`src/common/nccMathPkg.sv`:
```
package nccMathPkg;

	// signed pixel as it arrives from the source
	localparam int pixelWidth = 9;

	// log fraction resolution
	localparam int fracWidth = 16;

	// holds the sum of two pixel exponents plus a fraction carry
	localparam int expWidth = 5;

	localparam int productWidth = 24;
	localparam int scoreWidth = 32;

	typedef logic signed [pixelWidth-1:0] pixel_t;
	typedef logic [fracWidth-1:0] logFrac_t;
	typedef logic [expWidth-1:0] logExp_t;

	// base-2 log of one pixel, Mitchell form
	typedef struct packed {
		logic sign;
		logic zero;
		logExp_t exponent;
		logFrac_t fraction;
	} logNum_t;

	// linear product of one descriptor/window pixel pair
	typedef logic signed [productWidth-1:0] product_t;

	// accumulated window score
	typedef logic signed [scoreWidth-1:0] score_t;

	// no pixel loaded yet, so the product is zero
	localparam logNum_t zeroLog = '{sign: 1'b0, zero: 1'b1, exponent: '0, fraction: '0};

endpackage

```
`src/common/nccCtrlPkg.sv`:
```
package nccCtrlPkg;

	// window index within a frame
	localparam int winIndexWidth = 13;

	// descriptor row pointer, enough for patchDim up to 256
	localparam int rowSelWidth = 8;

	typedef logic [winIndexWidth-1:0] winIndex_t;
	typedef logic [rowSelWidth-1:0] rowSel_t;

	// window handling FSM
	typedef enum logic {
		winIdle,
		winScore
	} winState_t;

endpackage

```
`src/design/bestMatchTracker.sv`:
```
`timescale 1ns/1ps

module bestMatchTracker (
	input logic clk,
	input logic rst,
	input logic update,
	input logic frameStart,
	input nccMathPkg::score_t score,
	input nccCtrlPkg::winIndex_t windowIndex,
	output nccMathPkg::score_t greatestScore,
	output nccCtrlPkg::winIndex_t greatestIndex
);

	import nccMathPkg::*;

	// magnitudes as unsigned, so the most negative score still compares
	logic [scoreWidth-1:0] newMag;
	logic [scoreWidth-1:0] heldMag;
	logic take;

	assign newMag = score[scoreWidth-1] ? (~score + 1'b1) : score;
	assign heldMag = greatestScore[scoreWidth-1] ? (~greatestScore + 1'b1) : greatestScore;

	// strict compare keeps the earlier window on a tie
	assign take = update && (frameStart || (newMag > heldMag));

	always_ff @(posedge clk, posedge rst) begin
		if (rst) begin
			greatestScore <= '0;
			greatestIndex <= '0;
		end else if (take) begin
			greatestScore <= score;
			greatestIndex <= windowIndex;
		end
	end

endmodule

```
`config.mk`:
```
export PLATFORM = sky130hd
export DESIGN_NAME = bestMatchTracker
export DESIGN_NICKNAME = d
export VERILOG_FILES = /design/src/common/nccMathPkg.sv /design/src/common/nccCtrlPkg.sv /design/src/design/bestMatchTracker.sv
export SDC_FILE = /design/constraint.sdc
export NUM_CORES = 1
export LEC_CHECK = 0
export BUFFER_PORTS_ARGS = -buffer_cell sky130_fd_sc_hd__buf_2
export CORE_MARGIN = 2
export CORE_UTILIZATION = 55
export CTS_CLUSTER_DIAMETER = 150
export DETAILED_ROUTE_END_ITERATION = 10
export GPL_ROUTABILITY_DRIVEN = 0
export HOLD_SLACK_MARGIN = 0.12
export MAX_ROUTING_LAYER = met4
export PLACE_DENSITY = 0.76
export SYNTH_ARGS = -nofsm -noshare
export SYNTH_HDL_FRONTEND = slang
export SYNTH_SLANG_ARGS = --single-unit
```
`constraint.sdc`:
```
create_clock -name clk -period 9.35 [get_ports clk]
set_input_delay 0.935 -clock clk [delete_from_list [all_inputs] [get_ports clk]]
set_output_delay 0.935 -clock clk [all_outputs]
set_load 0.02 [all_outputs]
```
==> results.txt, run 1 <==
Post-Syn Nets: 719
Remaining Overflow, GRT: 0
DRT Wirelength: 14800 um
Period minus WS final: 6210 ps
Final ANT Viol Nets: 0
Core Area: 8720 sq um
routed length per instance: 18.7 um
Detailed Place HPWL: 9840 um
crit share post-route: 66.4%
Fin. Hold Viols: 0
# fillers: 744
Synth Instances: 636
first-pass GRT wire length: 24200 um
run status: completed
ratio of cells with drive above 1 in the final layout: 17.9%
Die Y: 99.1 um
Final Cell Area: 5530 sq um
Required @ worst endpoint: 9600 ps
1st-pass router iterations: 6
Fin Clk Skew: 6.26 ps
row count: 34
Max-Cap Viols: 0
leak pwr: 2.48 nW
Die Area: 9810 sq um
Worst Tran Pin Value: 1280 ps
M3 GR Usage: 3.83%
Resized Gates After CTS: 0
register area share after synthesis: 22.7%
Area Growth Syn to Fin: 11.2%
DRC Markers: 0
Finished Layout Cells: 792
Slew Viols, Final: 0
synthesis-stage register bit count: 45
R2R Setup Slk: 3260 ps
initial drt markers: 447
starting density of the core: 57.0%
CTS tree: yes
placed cell area: 5430 sq um
multi-input combinational cell area: 3610 sq um
GR Util met1: 41.6%
DIE WIDTH: 99.1 um
Port Buf Inserts: 93
cts bufs inserted: 5
vias per cell: 6.85
hold_ws: 566 ps
peak fanout along the critical path: 29
CP Capture Type: flip-flop
GRT Max-Usage Layer: met2
vias in the first global route: 4949
Clock Path Buffers: 2
vias: 5424
nets@finish: 765
Min-Delay Path Class: flip-flop to flip-flop
yosys warns: 0
GRT Overall Usage: 30.7%
# hold bufs at CTS: 0
RSZ-0062 raised after global routing: no
total design power: 2.49 mW
setup TNS: 0 ps
Synth Cell Area: 4970 sq um
largest net degree at the start of global routing: 78
Worst setup SP type: primary input
Crit Path Category: primary input to flip-flop
Max H-tree Level: 2
Max Freq: 161 MHz
relative slew slack: 14.4%
Num Clock Sinks: 45
maximum vdd drop: 0.200 mV
Synth cell types: 43
initial antenna violation count: 0
syn_area_per_cell: 7.81 sq um
FF/Latch Area: 1130 sq um
Post-Place Cells: 783
root buffer cell: clkbuf_8
global routing usage on met2: 47.8%
Setup Fix Bufs, Post-CTS: 0
Power Density: 451 nW/um^2
critical path arrival: 6450 ps
later-pin clock latency in the skew report: 310 ps
final setup vio count: 0
Ports: 94
Worst-path clk slew: 100 ps
==> per-stage QoR <==
stage / setup slack (ps) / util (%)
after floorplan: 4170 / -
after global placement: 3290 / 62.3
after detailed placement: 3090 / 62.3
after CTS: 3350 / 63.3
after global routing: 2860 / 63.3
final: 3140 / 63.4
==> state kept, by name, indices dropped and copies added (netlist names) <==
name and count:
greatestScore 32, greatestIndex 13
==> layout make-up <==
class / count / share of cell area (%)
multi-input cells: 519 / 65.3
flip-flops and latches: 45 / 20.4
repair buffers: 101 / 9.51
well taps: 108 / 2.45
clock buffers: 5 / 1.25
inverters: 10 / 0.679
clock inverters: 3 / 0.408
diodes: 1 / 0.0453
==> where the power goes <==
part,leakage [nW],switching [mW],total [mW],internal [mW]
combinational,1.94,1.14,1.90,0.758
clock,0.0481,0.0812,0.135,0.0534
sequential,0.493,0.161,0.464,0.303
==> logic make-up (layout without fill, tap and decap cells) <==
logic type	count (synthesis)	count (layout)	synth area share, %
adder cells (fa/ha/maj)	34	34	8.56
other	0	1	0
buffers and inverters	72	119	5.61
XOR/XNOR	58	58	10.2
flip-flops	45	45	22.7
multiplexers	1	1	0.201
AND/OR/NAND/NOR	259	259	26.7
AO/OA/AOI/OAI	167	167	26.1
==> path summary, 6_finish.rpt <==
check	startpoint	end	depth (start not counted)
worst max-delay path	score[5]	greatestScore[3]	15
worst min-delay path	greatestIndex[8]	greatestIndex[8]	2
worst max register to register	greatestScore[6]	greatestScore[3]	14
worst min register to register	greatestIndex[8]	greatestIndex[8]	2
max in group asynchronous	rst	greatestIndex[1]	2
min in group asynchronous	rst	greatestScore[8]	2
==> synth_stat cells <==
master     number  area, sq um
o21ai_0        26          130
a211oi_1        1         7.51
a2111oi_0       1         8.76
o41ai_1         5         43.8
nor4_1          3         18.8
and2_1          1         6.26
nor2b_1         1         6.26
or3_1           9         56.3
or3_4           2         22.5
clkbuf_2        1         5.00
clkbuf_1       56          210
ha_1           34          425
o21ba_2         1         10.0
a2bb2oi_1      42          368
a32oi_1        45          394
a31oi_1         3         18.8
a21o_1          2         15.0
o2111a_1        1         11.3
a221oi_1        1         8.76
o41ai_2         2         32.5
nor2_1         11         41.3
o211ai_1        1         7.51
or4_4           2         22.5
buf_1           4         15.0
and4_1          1         8.76
nand4_1         7         43.8
buf_6           1         11.3
xnor2_1        29          254
o31ai_1        18          135
mux2i_1         1         10.0
xor2_1         29          254
dfrtp_1        45         1130
inv_1          10         37.5
nand2b_1        2         12.5
nand3_1        95          475
o31a_1          2         17.5
a21oi_1        14         70.1
o2111ai_1       1         8.76
nor3_1         10         50.1
a31o_2          1         8.76
or4_1           7         52.6
and3_1         41          257
nand2_1        67          251
==> critical path, stage by stage <==
cell and delay (ps):
buf_2 140, or4_1 590, nor4_1 660, and3_1 330
nand3_1 190, o31ai_1 340, xnor2_1 120, ha_1 340
a211oi_1 230, o21ai_0 160, a2111oi_0 910, a21o_1 730
buf_4 460, nand3_1 150, nand3_1 140
==> routing by layer <==
| layer | share of wire [%] | up-vias |
|---|---|---|
| met5 | 0 | - |
| li1 | - | 2530 |
| met3 | 7.1 | 25 |
| met1 | 44 | 2621 |
| met2 | 48 | 248 |
| met4 | 1.6 | 0 |
==> cells in the final DEF, fill, tap and decap left out, types with 11 or more instances in the layout <==
cell / n
nand3_1: 95
buf_2: 93
nand2_1: 67
a32oi_1: 45
dfrtp_1: 45
a2bb2oi_1: 42
and3_1: 41
ha_1: 34
xor2_1: 29
xnor2_1: 29
o21ai_0: 26
o31ai_1: 17
a21oi_1: 13
nor2_1: 11
Power figures use the tool's default switching activity.
==> run 2: changes to the inputs <==
ABC_AREA = 1   (was default)
PLACE_DENSITY = 0.78   (was 0.76)
clock period = 5.95 ns   (was 9.35 ns; I/O delays follow)
==> results.txt, run 2 <==
run status: completed
CP Capture Type: flip-flop
Fin. Hold Viols: 0
initial drt markers: 268
register name with the most flops: greatestScore
biggest regs: greatestScore: 32 flops, greatestIndex: 13 flops
Crit Path Category: flip-flop to flip-flop
Synth Cell Area: 4170 sq um
antenna cells: 0
Synth cell types: 37
post-layout util: 65.3%
synthesis-stage register bit count: 45
Detailed Place HPWL: 8640 um
maximum vdd drop: 0.284 mV
Area Growth Syn to Fin: 14.1%
max reg flops: 32
ratio of cells with drive above 1 in the final layout: 18.3%
critical path arrival: 4240 ps
Critical Path Max Stage Delay: 420 ps
largest net degree at the start of global routing: 47
Max H-tree Level: 2
crit-path most repeated cell: nand2_1
Required @ worst endpoint: 6140 ps
syn_area_per_cell: 6.82 sq um
leak pwr: 2.69 nW
cts bufs inserted: 5
hold_ws: 482 ps
1st-pass router iterations: 5
Ports: 94
root buffer cell: clkbuf_8
EDFF count, synth: 0
setup TNS: 0 ps
Die Area: 8300 sq um
CP Buf/Inv Count: 1
Fin Clk Skew: 9.59 ps
most common cell in the netlist: nand2_1
later-pin clock latency in the skew report: 310 ps
routed length per instance: 14.3 um
CTS tree: yes
Period minus WS final: 4050 ps
commonest non-fill, non-tap cell in the layout: nand2_1
Synth area leaders: dfrtp_1, nand2_1, ha_1
crit share post-route: 68.1%
Finished Layout Cells: 793
Post-Place Cells: 785
Crit path max-delay family: simple AND/OR/NAND/NOR gates
starting density of the core: 57.2%
worst path cell trace: inv_1 -> ha_1 -> nand3_2 -> nor2_2 -> nand2_2 -> nor2_1 -> nand2_1 -> o21ai_1 -> o21ai_0 -> xor2_1 -> ha_1 -> nand2_1 -> nor2_1 -> nand2_1 -> nor2_1 -> nand2_1 -> nand2_1 -> nand2_1 -> nand2_4 -> nand2_4 -> nand2_1 -> nand2_1
GRT Overall Usage: 28.9%
first-pass GRT wire length: 19200 um
# hold bufs at CTS: 0
vias in the first global route: 4108
Die Y: 91.1 um
top cells by count, synth: nand2_1, inv_1, nand3_1, nor2_1, dfrtp_1
relative slew slack: 37.2%
fraction of registers with async set or reset after synthesis: 100%
Min-Delay Path Class: flip-flop to flip-flop
most frequent cells in the layout: nand2_1, buf_2, inv_1
Slowest cell on crit path: dfrtp_1
DIE WIDTH: 91.1 um
yosys warns: 0
Power Density: 547 nW/um^2
final setup vio count: 0
RSZ-0062 raised after global routing: no
peak fanout along the critical path: 46
Setup Fix Bufs, Post-CTS: 0
vias: 4262
Clock Path Buffers: 2
Worst-path clk slew: 90 ps
ys flop type: dfrtp_1
register area share after synthesis: 27.0%
nets@finish: 776
Remaining Overflow, GRT: 0
DRT Wirelength: 11300 um
Post-Syn Nets: 695
# fillers: 711
Worst setup SP type: flip-flop
DRC Markers: 0
Synth Instances: 612
total design power: 2.60 mW
Worst Tran Pin Value: 941 ps
Resized Gates After CTS: 0
Slew Viols, Final: 0
Synth top area share: 27.0%
Final ANT Viol Nets: 0
Max-Cap Viols: 0
row count: 31
initial antenna violation count: 0
Num Clock Sinks: 45
leading area contributor after synthesis: dfrtp_1
Core Area: 7290 sq um
Port Buf Inserts: 93
vias per cell: 5.37
Max Freq: 247 MHz
[run 2: cell count changes in the layout (fill, tap and decap cells not counted), sizes merged, moves of 8 or more]
cell,change
and3,-41
nand3,-29
or3,-11
nor2,+49
inv,+62
nand2,+129
xnor2,-12
or4,-9
a2bb2oi,-42
o31ai,-17
xor2,+8
a32oi,-45
[run 2: worst paths after layout]
| kind | slack (ps) | start | end | cells after the start |
|---|---|---|---|---|
| max | 1900 | greatestScore[0] | greatestScore[1] | 22 |
| min | 480 | greatestIndex[0] | greatestIndex[0] | 2 |
| max reg2reg | 1900 | greatestScore[0] | greatestScore[1] | 22 |
| min reg2reg | 480 | greatestIndex[0] | greatestIndex[0] | 2 |
| max in group asynchronous | 4870 | rst | greatestScore[8] | 2 |
| min in group asynchronous | 490 | rst | greatestIndex[6] | 2 |
[run 2: cells by family (layout without fill, tap and decap cells)]
kind of cell	after synthesis	in the layout	share of synthesized area [%]
adders and majority gates	34	34	10.2
xor gates and xnor gates	54	54	11.3
AOI/OAI and AO/OA	46	46	6.57
buffers and inverters	90	172	9.26
DFF	45	45	27.0
and+or+nand+nor	343	343	35.7
[run 2: routing by layer]
metal	share of wire [%]	GRT usage [%]	vias up	wire length [um]
met5	0	-	-	0
met4	1.8	9.09	0	204
met3	8.3	5.23	19	939
met2	47	46.4	184	5380
met1	42	37.3	1952	4810
li1	-	-	2107	-
[run 2: tightest hold or removal path: stages (launching register included)]
cell,delay (ps)
dfrtp_1,350
nand2_1,60
nand2_1,50
[run 2: per-stage QoR]
stage               cell area [sq um]  setup slack (ps)
floorplan                        4170              2840
global placement                 4650              1850
detailed placement               4650              1790
CTS                              4760              1930
global route                     4760              1410
finish                           4760              1900
[run 2: final cells by class]
class	count	area, sq um	share of cell area [%]
sequential	45	1130	23.6
multi-input combinational	477	2660	55.9
tap	99	124	2.60
timing repair buffer	94	473	9.93
clock buffer	5	68.8	1.44
clock inverter	3	47.5	0.998
inverter	70	263	5.52
[run 2: report_power, final]
part | internal, mW | switching, mW | total, mW | leakage [nW]
sequential | 0.454 | 0.188 | 0.642 | 0.553
combinational | 0.620 | 1.10 | 1.72 | 2.08
clock | 0.128 | 0.118 | 0.247 | 0.0591
