[src/common/nccCtrlPkg.sv]
package nccCtrlPkg;

	// window index within a frame
	localparam int winIndexWidth = 13;

	// descriptor row pointer, enough for patchDim up to 256
	localparam int rowSelWidth = 8;

	typedef logic [winIndexWidth-1:0] winIndex_t;
	typedef logic [rowSelWidth-1:0] rowSel_t;

	// window handling FSM
	typedef enum logic {
		winIdle,
		winScore
	} winState_t;

endpackage

[src/design/loadControl.sv]
`timescale 1ns/1ps

module loadControl #(
	parameter int patchDim = 4,
	parameter int windowsPerFrame = 4224
) (
	input logic clk,
	input logic rst,
	input logic descReady,
	input logic windowReady,
	output nccCtrlPkg::rowSel_t descRowSel,
	output logic descWrite,
	output logic windowLoad,
	output logic update,
	output logic frameStart,
	output nccCtrlPkg::winIndex_t windowIndex,
	output logic windowDone
);

	import nccCtrlPkg::*;

	winState_t state;
	winState_t nextState;

	// every descReady cycle writes one row
	assign descWrite = descReady;

	always_ff @(posedge clk, posedge rst) begin
		if (rst) begin
			descRowSel <= '0;
		end else if (descReady) begin
			if (descRowSel == rowSel_t'(patchDim - 1)) begin
				descRowSel <= '0;
			end else begin
				descRowSel <= descRowSel + 1'b1;
			end
		end
	end

	always_comb begin
		nextState = state;
		windowLoad = 1'b0;
		update = 1'b0;
		case (state)
			winIdle: begin
				if (windowReady) begin
					windowLoad = 1'b1;
					nextState = winScore;
				end
			end
			winScore: begin
				// patch score is valid from the registered logs
				update = 1'b1;
				nextState = winIdle;
			end
			default: nextState = winIdle;
		endcase
	end

	assign frameStart = (windowIndex == '0);

	always_ff @(posedge clk, posedge rst) begin
		if (rst) begin
			state <= winIdle;
			windowDone <= 1'b0;
			windowIndex <= '0;
		end else begin
			state <= nextState;
			// done follows the scoring cycle
			windowDone <= (state == winScore);
			if (state == winScore) begin
				if (windowIndex == winIndex_t'(windowsPerFrame - 1)) begin
					windowIndex <= '0;
				end else begin
					windowIndex <= windowIndex + 1'b1;
				end
			end
		end
	end

	// source waits for windowDone before the next window
	assert property (@(posedge clk) disable iff (rst)
		state == winScore |-> !windowReady);

endmodule

[config.mk]
export PLATFORM = sky130hd
export DESIGN_NAME = loadControl
export DESIGN_NICKNAME = d
export VERILOG_FILES = /design/src/common/nccCtrlPkg.sv /design/src/design/loadControl.sv
export SDC_FILE = /design/constraint.sdc
export NUM_CORES = 1
export LEC_CHECK = 0
export BUFFER_PORTS_ARGS = -buffer_cell sky130_fd_sc_hd__buf_2
export CAP_MARGIN = 25
export CORE_MARGIN = 3
export CORE_UTILIZATION = 41
export CTS_BUF_LIST = sky130_fd_sc_hd__clkbuf_4 sky130_fd_sc_hd__clkbuf_8
export DETAILED_ROUTE_END_ITERATION = 16
export GPL_TIMING_DRIVEN = 0
export MAX_ROUTING_LAYER = met4
export SYNTH_ARGS = -nofsm -noshare
export SYNTH_HDL_FRONTEND = slang
export SYNTH_SLANG_ARGS = --single-unit
[constraint.sdc]
create_clock -name clk -period 3.2 [get_ports clk]
set_clock_uncertainty 0.15 [all_clocks]
set_input_delay 0.16 -clock clk [delete_from_list [all_inputs] [get_ports clk]]
set_output_delay 0.16 -clock clk [all_outputs]
set_load 0.005 [all_outputs]
==> results of run 1 <==
[final cells by class]
class	count	area, µm²
clock buffer	4	30.0
multi-input combinational	80	541
timing repair buffer	32	175
fill	259	1180
buffer	3	23.8
tap	30	37.5
sequential	23	576
inverter	7	26.3
[kinds of logic (layout without fill, tap and decap cells)]
kind of cell               after synthesis  after routing  synth area share (%)
and+or+nand+nor                         50             50                  25.4
DFF                                     23             23                  49.4
AOI/OAI and AO/OA                       12             12                  6.01
xor gates and xnor gates                12             12                  9.01
buffers and inverters                   10             46                  4.29
adders and majority gates                3              3                  3.22
muxes                                    3              3                  2.68
[Yosys cell counts, types with 3 or more instances]
cell / n / area share (%)
dfrtp_1: 23 / 49
nor2_1: 5 / 1.6
nor3_1: 6 / 2.6
xor2_1: 7 / 5.3
inv_1: 7 / 2.3
ha_1: 3 / 3.2
o21ai_0: 4 / 1.7
nand2_1: 12 / 3.9
xnor2_1: 5 / 3.8
or4_1: 3 / 1.9
nand4_1: 5 / 2.7
nor2b_1: 3 / 1.6
nor4_1: 4 / 2.1
[routing by layer]
metal  global-route usage, %  up-vias  share of wire (%)
li1                        -      466                  -
met1                    20.0      443                 48
met2                    23.2       21                 47
met3                    2.61        2                4.4
met4                    4.85        0               0.83
met5                       -        -                  0
[registers in the layout (all words and copies together) (netlist names)]
register	flops
descRowSel	8
state	1
windowIndex	13
windowDone	1
[worst register-to-register path: stages, from the launching register on]
cell	delay (ns)
dfrtp_1	0.48
or4_1	0.54
buf_2	0.18
nor4_4	0.30
o22ai_1	0.13
[power groups by stage]
stage	registers, W	logic (W)	clock network, W
floorplan	0.000442	0.000138	0
global placement	0.000445	0.000234	0
detailed placement	0.000448	0.000237	0
CTS	0.000442	0.000243	0.000150
global route	0.000458	0.000275	0.000166
finish	0.000441	0.000237	0.000142
[metrics by stage]
| stage | total power, W | utilization, % | setup WS (ns) |
|---|---|---|---|
| after floorplan | 0.000580 | - | 1.46 |
| after global placement | 0.000679 | 52.1 | 1.36 |
| after detailed placement | 0.000685 | 52.1 | 1.32 |
| after CTS | 0.000835 | 54.4 | 1.07 |
| after global routing | 0.000899 | 54.4 | 0.960 |
| final | 0.000820 | 54.4 | 1.08 |
[final timing paths]
path                           startpoint        endpoint  cells past startpoint
setup reg to reg           windowIndex[7]  windowIndex[1]                      4
hold / removal                      state      windowDone                      0
min in group asynchronous             rst   descRowSel[4]                      3
max in group asynchronous             rst  windowIndex[5]                      3
setup / recovery           windowIndex[7]      frameStart                      4
hold reg to reg                     state      windowDone                      0
[timing repair]
action                    CTS  global route
hold buffers                3             0
buffers inserted            0             0
hold endpoints to repair   25             0
==> summary.txt, run 1 <==
Die
  – Die area: around 0.0035 mm²
  – Vert. Die Dim: around 60 µm
  – I/O pin count: 30
  – Initial core utilization: 45.0%
  – DIE WIDTH: 59.3 µm
  – Core Area: 0.00259 mm²
  – Core Rows: 18

Yosys
  – Share of the yosys chip area belonging to registers: 49.4%
  – Area of the mapped netlist: 0.00117 mm²
  – Number of flops mapped to enable cells by yosys: 0
  – Async set-or-reset flop fraction in the synthesized netlist: 100%
  – Synthesis Warnings: 0
  – Seq cells post-synth: 23
  – Synthesized area per cell: between 10 and 15 µm²
  – Synth Instances: 113
  – Net Count, Synth: 120
  – Unique masters post-synth: 33
  – Top_reg_cell synth: dfrtp_1

Detailed routing
  – Post-DR wirelength/cell: between 10 and 15 µm
  – Antenna-violating nets left: 0
  – Vias per cell: about 5.2
  – Pre-antenna DRT Iters: 4
  – Number of DRC markers in iteration 0: 39
  – Routed wire length: 2.29 mm
  – Via count: 932
  – DRC: 0

CTS
  – H-tree Lvls: 1
  – Worst skew pair latency: 0.30 ns
  – CTS tree: yes
  – Clock Sink Count: 23
  – Clock Path Buffers: 2
  – CTS-repair resized insts: 0
  – CTS root buffer: clkbuf_4
  – Inserted Clock Buffers: 3
  – Clock slew at the register clock pins of the worst setup and hold paths: approximately 0.13 ns

Critical path
  – Startpoint types: flop
  – Reg2reg setup slack: around 1.3 ns
  – Critical path capture point type: output pin
  – Arrival time worst endpoint: ~1.8 ns
  – CP max stage delay: about 0.53 ns
  – Crit-path cells: or4_1, buf_2, nor3_1, buf_2
  – Critical path's most frequent cell: buf_2
  – Critical Path Fanout Max: 8
  – Delay-heaviest family, CP: simple AND/OR/NAND/NOR gates
  – Bufs and invs on worst path: 2
  – Data required, critical path: 2.89 ns
  – CP Class: reg2out
  – Critical Path Slowest Stage Cell: or4_1

Power
  – Comb pwr share: between 20% and 30%
  – Sw Share: between 30% and 40%
  – Net switching power: 0.000286 W
  – Pleak: a little under 0.7 nW
  – Sequential share of power: approximately 54%
  – Power Density: 582 mW/mm²
  – Peak supply drop: around 0.31 mV
  – Int Pwr: approximately 0.00053 W
  – Clock Power Share: approximately 17%

Timing
  – Final slew viol count: 0
  – Slew @ Worst Pin: roughly 0.85 ns
  – Slew Limit Headroom: between 40 and 50%
  – Final period util: 66.1%
  – Setup violators final: 0
  – Fmax: between 400 and 500 MHz
  – Setup_tns: 0 ns
  – Final hold slack: around 0.28 ns
  – RSZ-0062 raised after global routing: no
  – Final Hold Viols: 0
  – Min Tclk post-route: about 2.1 ns

Global route
  – GR Overflow Total: 0
  – Vias in the first global route: between 800 and 900
  – Total global-route track usage: roughly 15%
  – Pin count of the biggest net entering global routing: 24
  – Initial antenna violation count: 0
  – First-pass GRT wire length: between 3 and 4 mm

Layout
  – Nets: around 160
  – Most frequent cells in the layout: 30 x buf_2, 23 x dfrtp_1, 12 x nand2_1
  – Post-Layout Cell Count: roughly 180
  – Final Cell Area: ~0.0014 mm²
  – Layout cells sized above 1: between 20% and 30%
  – Layout Area Growth over Synthesis: 20.8%
  – Commonest non-fill, non-tap cell in the layout: buf_2
  – Antenna cells: 0

Place
  – GPL Wtd Cong: roughly 0.76
  – DP Cell Count: approximately 170
  – Port Buf Inserts: 29
  – Post-DP HPWL: ~1.7 mm
  – Dpl cell area: between 0.001 and 0.0015 mm²

Status
  – Outcome: finished clean

Hold path
  – Hold Path Class: reg2reg

Run
  – Max-Cap Viols: 0
Power figures use the tool's default switching activity.
==> inputs of run 2 (changes only) <==
--- a/config.mk
+++ b/config.mk
@@ -5,6 +5,7 @@
 export SDC_FILE = /design/constraint.sdc
 export NUM_CORES = 1
 export LEC_CHECK = 0
+export ABC_AREA = 1
 export BUFFER_PORTS_ARGS = -buffer_cell sky130_fd_sc_hd__buf_2
 export CAP_MARGIN = 25
 export CORE_MARGIN = 3
==> constraint.sdc (replaced) <==
create_clock -name clk -period 2 [get_ports clk]
set_clock_uncertainty 0.15 [all_clocks]
set_input_delay 0.1 -clock clk [delete_from_list [all_inputs] [get_ports clk]]
set_output_delay 0.1 -clock clk [all_outputs]
set_load 0.005 [all_outputs]
==> run 2 against run 1 <==
Against the previous run: critical path depth increased by 1; total power up 65%; register-to-register slack lost 0.79 ns; global-route usage rose by 0.36 points; sequential cell count is the same; wire length grew 8.2%; sequential power up 61%; final area grew 6.7%; count of clock-buffer cells in the layout is the same; critical path type unchanged.
==> summary.txt, run 2 <==
Critical path
  – Arrival time worst endpoint: 1.38 ns (-0.43 ns)
  – CP max stage delay: 0.45 ns (-0.08 ns)
  – Startpoint types: flop
  – Crit-path cells: inv_1, ha_1, nand3_1, nor3_1, buf_2
  – Data required, critical path: 1.75 ns (-1.14 ns)
  – Delay-heaviest family, CP: flip-flops
  – Critical Path Fanout Max: 5 (-3)
  – Critical Path Slowest Stage Cell: dfrtp_1
  – Bufs and invs on worst path: 2 (unchanged)
  – Critical path capture point type: output pin
  – CP Class: reg2out

Global route
  – Total global-route track usage: 15.4% (+0.36 points)
  – Vias in the first global route: 982 (+12%)
  – First-pass GRT wire length: 4.19 mm (+7.6%)
  – Pin count of the biggest net entering global routing: 24 (unchanged)
  – GR Overflow Total: 0 (unchanged)
  – Initial antenna violation count: 0 (unchanged)

CTS
  – H-tree Lvls: 1 (unchanged)
  – Clock slew at the register clock pins of the worst setup and hold paths: 0.12 ns (about the same)
  – CTS root buffer: clkbuf_4
  – Clock Sink Count: 23 (unchanged)
  – Inserted Clock Buffers: 3 (unchanged)
  – CTS tree: yes
  – Clock Path Buffers: 2 (unchanged)
  – Worst skew pair latency: 0.31 ns (about the same)

Die
  – Die area: 0.00379 mm² (+7.6%)
  – Vert. Die Dim: 61.5 µm (+3.7%)
  – Core Rows: 19 (+1)
  – DIE WIDTH: 61.5 µm (+3.7%)
  – Core Area: 0.00285 mm² (+10%)
  – Initial core utilization: 44.3% (-0.68 points)
  – I/O pin count: 30 (unchanged)

Detailed routing
  – DRC: 0 (unchanged)
  – Post-DR wirelength/cell: 10.9 µm (-15%)
  – Via count: 1084 (+16%)
  – Antenna-violating nets left: 0 (unchanged)
  – Vias per cell: 4.75 (-8.7%)
  – Routed wire length: 2.48 mm (+8.2%)
  – Pre-antenna DRT Iters: 4 (unchanged)
  – Number of DRC markers in iteration 0: 75 (+92%)

Yosys
  – Most frequent cell after synthesis: nand2_1
  – Post-synth top cells: 40 x nand2_1, 27 x inv_1, 23 x dfrtp_1, 21 x nor2_1, 14 x nand3_1
  – Synthesized area per cell: 7.81 µm² (-24%)
  – Number of flops mapped to enable cells by yosys: 0 (unchanged)
  – Synthesis Warnings: 0 (unchanged)
  – Synth area leader: dfrtp_1
  – Synth Instances: 162 (+43%)
  – Synth top area share: 45.5% (-3.9 points)
  – Area of the mapped netlist: 0.00126 mm² (+8.5%)
  – Unique masters post-synth: 21 (-36%)
  – Async set-or-reset flop fraction in the synthesized netlist: 100% (unchanged)
  – Net Count, Synth: 169 (+41%)
  – Area contributors post-synth: dfrtp_1 45%, nand2_1 12%, inv_1 8.0%
  – Seq cells post-synth: 23 (unchanged)
  – Top_reg_cell synth: dfrtp_1
  – Share of the yosys chip area belonging to registers: 45.5% (-3.9 points)

Layout
  – Antenna cells: 0 (unchanged)
  – Commonest non-fill, non-tap cell in the layout: nand2_1
  – Layout cells sized above 1: 22.3% (-6.5 points)
  – Layout Area Growth over Synthesis: 18.9%
  – Layout fillers: 292 (+13%)
  – Largest registers: windowIndex (13), descRowSel (8)
  – Max reg flops: 13 (unchanged)
  – Multi-input gate area: 568 µm² (+5.1%)
  – Most frequent cells in the layout: 40 x nand2_1, 28 x buf_2, 27 x inv_1
  – Nets: 205 (+31%)
  – Storage element area: 576 µm² (unchanged)
  – Register name with the most flops: windowIndex

Place
  – Port Buf Inserts: 28 (-3.4%)
  – GPL Wtd Cong: 0.804 (+6.1%)
  – Post-DP HPWL: 1.89 mm (+12%)
  – DP Worst Slack: 0.516 ns (-0.808 ns)

Hold path
  – Hold Path Class: in2out

Timing
  – Slew Limit Headroom: 41.8% (-1.2 points)
  – Final WS setup: 0.367 ns (-0.717 ns)
  – Final hold slack: 0.218 ns (-0.0587 ns)
  – Setup violators final: 0 (unchanged)
  – Setup_tns: 0 ns (unchanged)
  – Min Tclk post-route: approximately 1.6 ns
  – RSZ-0062 raised after global routing: no
  – Fmax: between 600 and 700 MHz
  – Final Hold Viols: 0 (unchanged)
  – Final slew viol count: 0 (unchanged)
  – Final period util: 81.7%
  – Slew @ Worst Pin: 0.872 ns (+0.0181 ns)

Status
  – Outcome: finished clean

Power
  – Power Density: 899 mW/mm² (+55%)
  – Peak supply drop: 0.494 mV (+58%)
  – Total power: 0.00135 W (+65%)
  – Pleak: 0.870 nW (+26%)

Run
  – Max-Cap Viols: 0 (unchanged)
## run 2: layout make-up
class                           count  share of cell area, %
Sequential cell                    23                   38.3
Multi-Input combinational cell    108                   37.8
Timing Repair Buffer               31                   11.3
Inverter                           29                   7.24
Tap cell                           31                   2.58
Clock buffer                        4                   2.00
Buffer                              2                  0.832
## run 2: final timing paths
kind	startpoint	cells after the start	end	slack, ns
max	windowIndex[0]	5	frameStart	0.37
min reg2reg	windowIndex[4]	1	windowIndex[4]	0.41
max reg2reg	windowIndex[0]	6	windowIndex[3]	0.51
min	descReady	2	descWrite	0.22
max in group asynchronous	rst	3	windowIndex[1]	0.82
min in group asynchronous	rst	3	windowIndex[10]	0.35
## run 2: logic make-up (layout without fill, tap and decap cells)
kind of cell,count (synthesis),after routing,synth area share (%)
simple gates,92,92,33.8
buf+inv,31,66,9.59
flops,23,23,45.5
xor+xnor,10,10,6.92
fa+ha+maj,3,3,2.97
compound gates,3,3,1.19
## run 2: repair_timing
| item | CTS | global route |
|---|---|---|
| resized for setup | 0 | 0 |
| hold endpoints to repair | 27 | 0 |
| buffers inserted | 0 | 0 |
| hold buffers | 3 | 0 |
## run 2: report_power, final
| part | switching (W) | internal [W] | total (W) |
|---|---|---|---|
| Combinational | 0.000214 | 0.000201 | 0.000416 |
| Clock | 0.000133 | 0.0000914 | 0.000225 |
| Sequential | 0.000142 | 0.000570 | 0.000712 |
| Total | 0.000490 | 0.000863 | 0.00135 |
## run 2: per-stage QoR
stage	utilization, %	instance area, µm²	instances
2_1_floorplan	-	1260	162
3_3_place_gp	50.6	1440	221
3_5_place_dp	50.6	1440	221
4_1_cts	52.7	1500	228
5_1_grt	52.7	1500	228
6_report	52.7	1500	228
## run 2: metal layers
| layer | wire (µm) | vias to the layer above | track usage, % |
|---|---|---|---|
| met5 | 0 | - | - |
| met3 | 104 | 2 | 4.40 |
| met4 | 20 | 0 | 3.64 |
| met2 | 1140 | 23 | 24.2 |
| li1 | - | 563 | - |
| met1 | 1210 | 496 | 19.6 |
==> inputs of run 3 (changes only) <==
--- a/config.mk
+++ b/config.mk
@@ -5,7 +5,7 @@
 export SDC_FILE = /design/constraint.sdc
 export NUM_CORES = 1
 export LEC_CHECK = 0
-export ABC_AREA = 1
+export ABC_AREA = 0
 export BUFFER_PORTS_ARGS = -buffer_cell sky130_fd_sc_hd__buf_2
 export CAP_MARGIN = 25
 export CORE_MARGIN = 3
@@ -14,6 +14,7 @@
 export DETAILED_ROUTE_END_ITERATION = 16
 export GPL_TIMING_DRIVEN = 0
 export MAX_ROUTING_LAYER = met4
+export PLACE_DENSITY = 0.67
 export SYNTH_ARGS = -nofsm -noshare
 export SYNTH_HDL_FRONTEND = slang
 export SYNTH_SLANG_ARGS = --single-unit
==> constraint.sdc (replaced) <==
create_clock -name clk -period 1.45 [get_ports clk]
set_clock_uncertainty 0.15 [all_clocks]
set_input_delay 0.0725 -clock clk [delete_from_list [all_inputs] [get_ports clk]]
set_output_delay 0.0725 -clock clk [all_outputs]
set_load 0.005 [all_outputs]
==> run 3 against run 2 <==
Against the previous run: the run now ends with negative setup slack left; register-to-register slack lost 0.76 ns; setup slack lost 0.67 ns; utilization grew 12 points; non-clock buffer count grew 15; combinational power grew 89%; wire length grew 15%; clock power grew 41%; total power grew 55%; critical path depth shrank 2; critical endpoint unchanged.
==> summary.txt, run 3 (synthesis gave the netlist of run 1 again) <==
Status
  – Outcome: finished, violations left
  – Failing checks: negative setup slack

Power
  – Peak supply drop: 0.836 mV (+69%)
  – Int Pwr: 0.00133 W (+54%)
  – Sw Share: 36.8% (+0.60 points)
  – Pleak: 0.768 nW (-12%)
  – Comb pwr share: 37.5% (+6.8 points)
  – Clock Power Share: 15.1% (-1.5 points)
  – Net switching power: 0.000774 W (+58%)
  – Power Density: 1260 mW/mm² (+40%)
  – Sequential share of power: 47.4% (-5.3 points)

Die
  – Core Area: 0.00259 mm² (-9.2%)
  – Core Rows: 18 (-1)
  – Initial core utilization: 45.0% (+0.68 points)
  – DIE WIDTH: 59.3 µm (-3.6%)
  – I/O pin count: 30 (unchanged)
  – Die area: 0.00352 mm² (-7.1%)
  – Vert. Die Dim: 59.3 µm (-3.6%)

Global route
  – GR Overflow Total: 0 (unchanged)
  – Initial antenna violation count: 0 (unchanged)
  – Pin count of the biggest net entering global routing: 24 (unchanged)
  – Total global-route track usage: 16.9% (+1.5 points)
  – First-pass GRT wire length: 4.39 mm (+4.8%)
  – Vias in the first global route: 947 (-3.6%)

Timing
  – Slew @ Worst Pin: 0.856 ns (-0.0159 ns)
  – Final period util: 121%
  – Setup violators final: 10 (+10)
  – Final WS setup: -0.300 ns (-0.667 ns)
  – Slew Limit Headroom: 42.8% (+1.1 points)
  – Fmax: 571 MHz
  – Final Hold Viols: 0 (unchanged)
  – Final slew viol count: 0 (unchanged)
  – RSZ-0062 raised after global routing: yes
  – Min Tclk post-route: 1.75 ns

Critical path
  – R2r startpoint: windowIndex[10]
  – Reg2reg setup slack: -0.25 ns (-0.76 ns)
  – R2R Path End: windowIndex[1]
  – Arrival time worst endpoint: 1.53 ns (+0.15 ns)
  – R2R cell count: 4 (-2)
  – CP Class: reg2out
  – Critical path capture point type: output pin
  – Critical Path Fanout Max: 2 (-3)
  – Startpoint types: flop
  – Data required, critical path: 1.23 ns (-0.52 ns)

Layout
  – Post-Layout Cell Count: 192 (-16%)
  – Commonest non-fill, non-tap cell in the layout: buf_2
  – Register name with the most flops: windowIndex
  – Layout cells sized above 1: 50.6% (+28 points)
  – Layout fillers: 218 (-25%)
  – Final Cell Area: 0.00167 mm² (+11%)
  – Most frequent cells in the layout: 29 x buf_2, 13 x dfrtp_1, 12 x nand2_1
  – Antenna cells: 0 (unchanged)
  – Max reg flops: 13 (unchanged)
  – Layout Area Growth over Synthesis: 43.0%
  – Nets: 170 (-17%)
  – Core Util, Final: 64.4% (+12 points)
  – Largest registers: windowIndex (13), descRowSel (8)

Place
  – Post-DP HPWL: 1.79 mm (-5.1%)
  – DP Cell Count: 172 (-22%)
  – Port Buf Inserts: 29 (+3.6%)
  – GPL Wtd Cong: 0.765 (-4.8%)
  – Dpl cell area: 0.00141 mm² (-2.6%)

Detailed routing
  – Vias per cell: 5.41 (+14%)
  – Pre-antenna DRT Iters: 4 (unchanged)
  – Post-DR wirelength/cell: 14.8 µm (+36%)
  – Via count: 1039 (-4.2%)
  – Routed wire length: 2.85 mm (+15%)
  – DRC: 0 (unchanged)
  – Number of DRC markers in iteration 0: 37 (-51%)
  – Antenna-violating nets left: 0 (unchanged)

CTS
  – CTS root buffer: clkbuf_4
  – H-tree Lvls: 1 (unchanged)
  – CTS tree: yes
  – Clock Path Buffers: 2 (unchanged)
  – Clock Sink Count: 23 (unchanged)
  – Worst skew pair latency: 0.31 ns (about the same)
  – Clock slew at the register clock pins of the worst setup and hold paths: 0.12 ns (about the same)
  – Inserted Clock Buffers: 3 (unchanged)

Run
  – Max-Cap Viols: 0 (unchanged)

Hold path
  – Hold path start: state
  – Cells on Worst Hold Path: 0 (-2)
  – Hold endpoint: windowDone
  – Hold Path Class: reg2reg
==> run 3: cell types whose count changed in the layout (fill, tap and decap cells not counted), sizes merged, moves of 3 or more <==
cell,delta
nor4,+5
inv,-21
or4,+3
nor3,+4
xnor2,+3
buf,+16
nor2,-22
nand3,-12
o21ai,+3
nor2b,+3
nand2,-29
==> run 3: worst max-delay path, stage by stage, from the launching register on <==
cell and delay (ns):
dfrtp_1 0.42, or4_4 0.56, nor3_4 0.11, buf_2 0.13
==> run 3: power groups by stage <==
stage	logic [W]	registers [W]	clock network, W
finish	0.000788	0.000997	0.000318
global route	0.000871	0.00102	0.000355
CTS	0.000631	0.00101	0.000322
detailed placement	0.000550	0.00102	0
global placement	0.000536	0.00101	0
floorplan	0.000328	0.000998	0
==> run 3: worst max path at each step <==
stage / start / to / slack (ns) / cells past startpoint
4_1_cts: windowIndex[8] / frameStart / -0.31 / 3
6_report: windowIndex[10] / frameStart / -0.30 / 3
3_5_place_dp: windowIndex[8] / windowIndex[1] / -0.25 / 4
2_1_floorplan: descRowSel[0] / descRowSel[0] / -0.17 / 4
5_1_grt: windowIndex[10] / frameStart / -0.38 / 3
3_3_place_gp: descRowSel[0] / descRowSel[0] / -0.24 / 4
==> run 3: layout make-up <==
| cell class | count | area, µm² | area share [%] |
|---|---|---|---|
| multi-input combinational | 80 | 672 | 40.3 |
| sequential | 23 | 588 | 35.3 |
| timing repair buffer | 46 | 295 | 17.7 |
| tap | 30 | 37.5 | 2.25 |
| clock buffer | 4 | 30.0 | 1.80 |
| inverter | 7 | 26.3 | 1.58 |
| buffer | 2 | 18.8 | 1.13 |
==> run 3: metal layers <==
layer  routed length [µm]  part of all wire [%]  vias to the layer above  track usage [%]
li1                     -                     -                      496                -
met1                 1300                    46                      497             22.9
met3                  179                   6.3                        7             2.83
met5                    0                     0                        -                -
met2                 1300                    46                       39             25.3
met4                   63                   2.2                        0             6.47
==> run 3: metrics by stage <==
step                      setup WS (ns)  power, W  hold WS (ns)  TNS, ns
final                            -0.300   0.00210         0.282    -1.79
after global placement           -0.236   0.00155         0.145    -1.74
after floorplan                  -0.173   0.00133       -0.0756   -0.889
after CTS                        -0.314   0.00196         0.287    -1.78
after global routing             -0.381   0.00225         0.303    -2.64
after detailed placement         -0.245   0.00157         0.148    -1.97
==> run 3: timing repair <==
| item | CTS | global route |
|---|---|---|
| hold buffers | 3 | 0 |
| pin swaps | 6 | 10 |
| endpoints found under the setup margin | 13 | 14 |
| gates resized for setup | 10 | 19 |
| endpoints found under the hold margin | 28 | 0 |
| setup buffers | 7 | 7 |
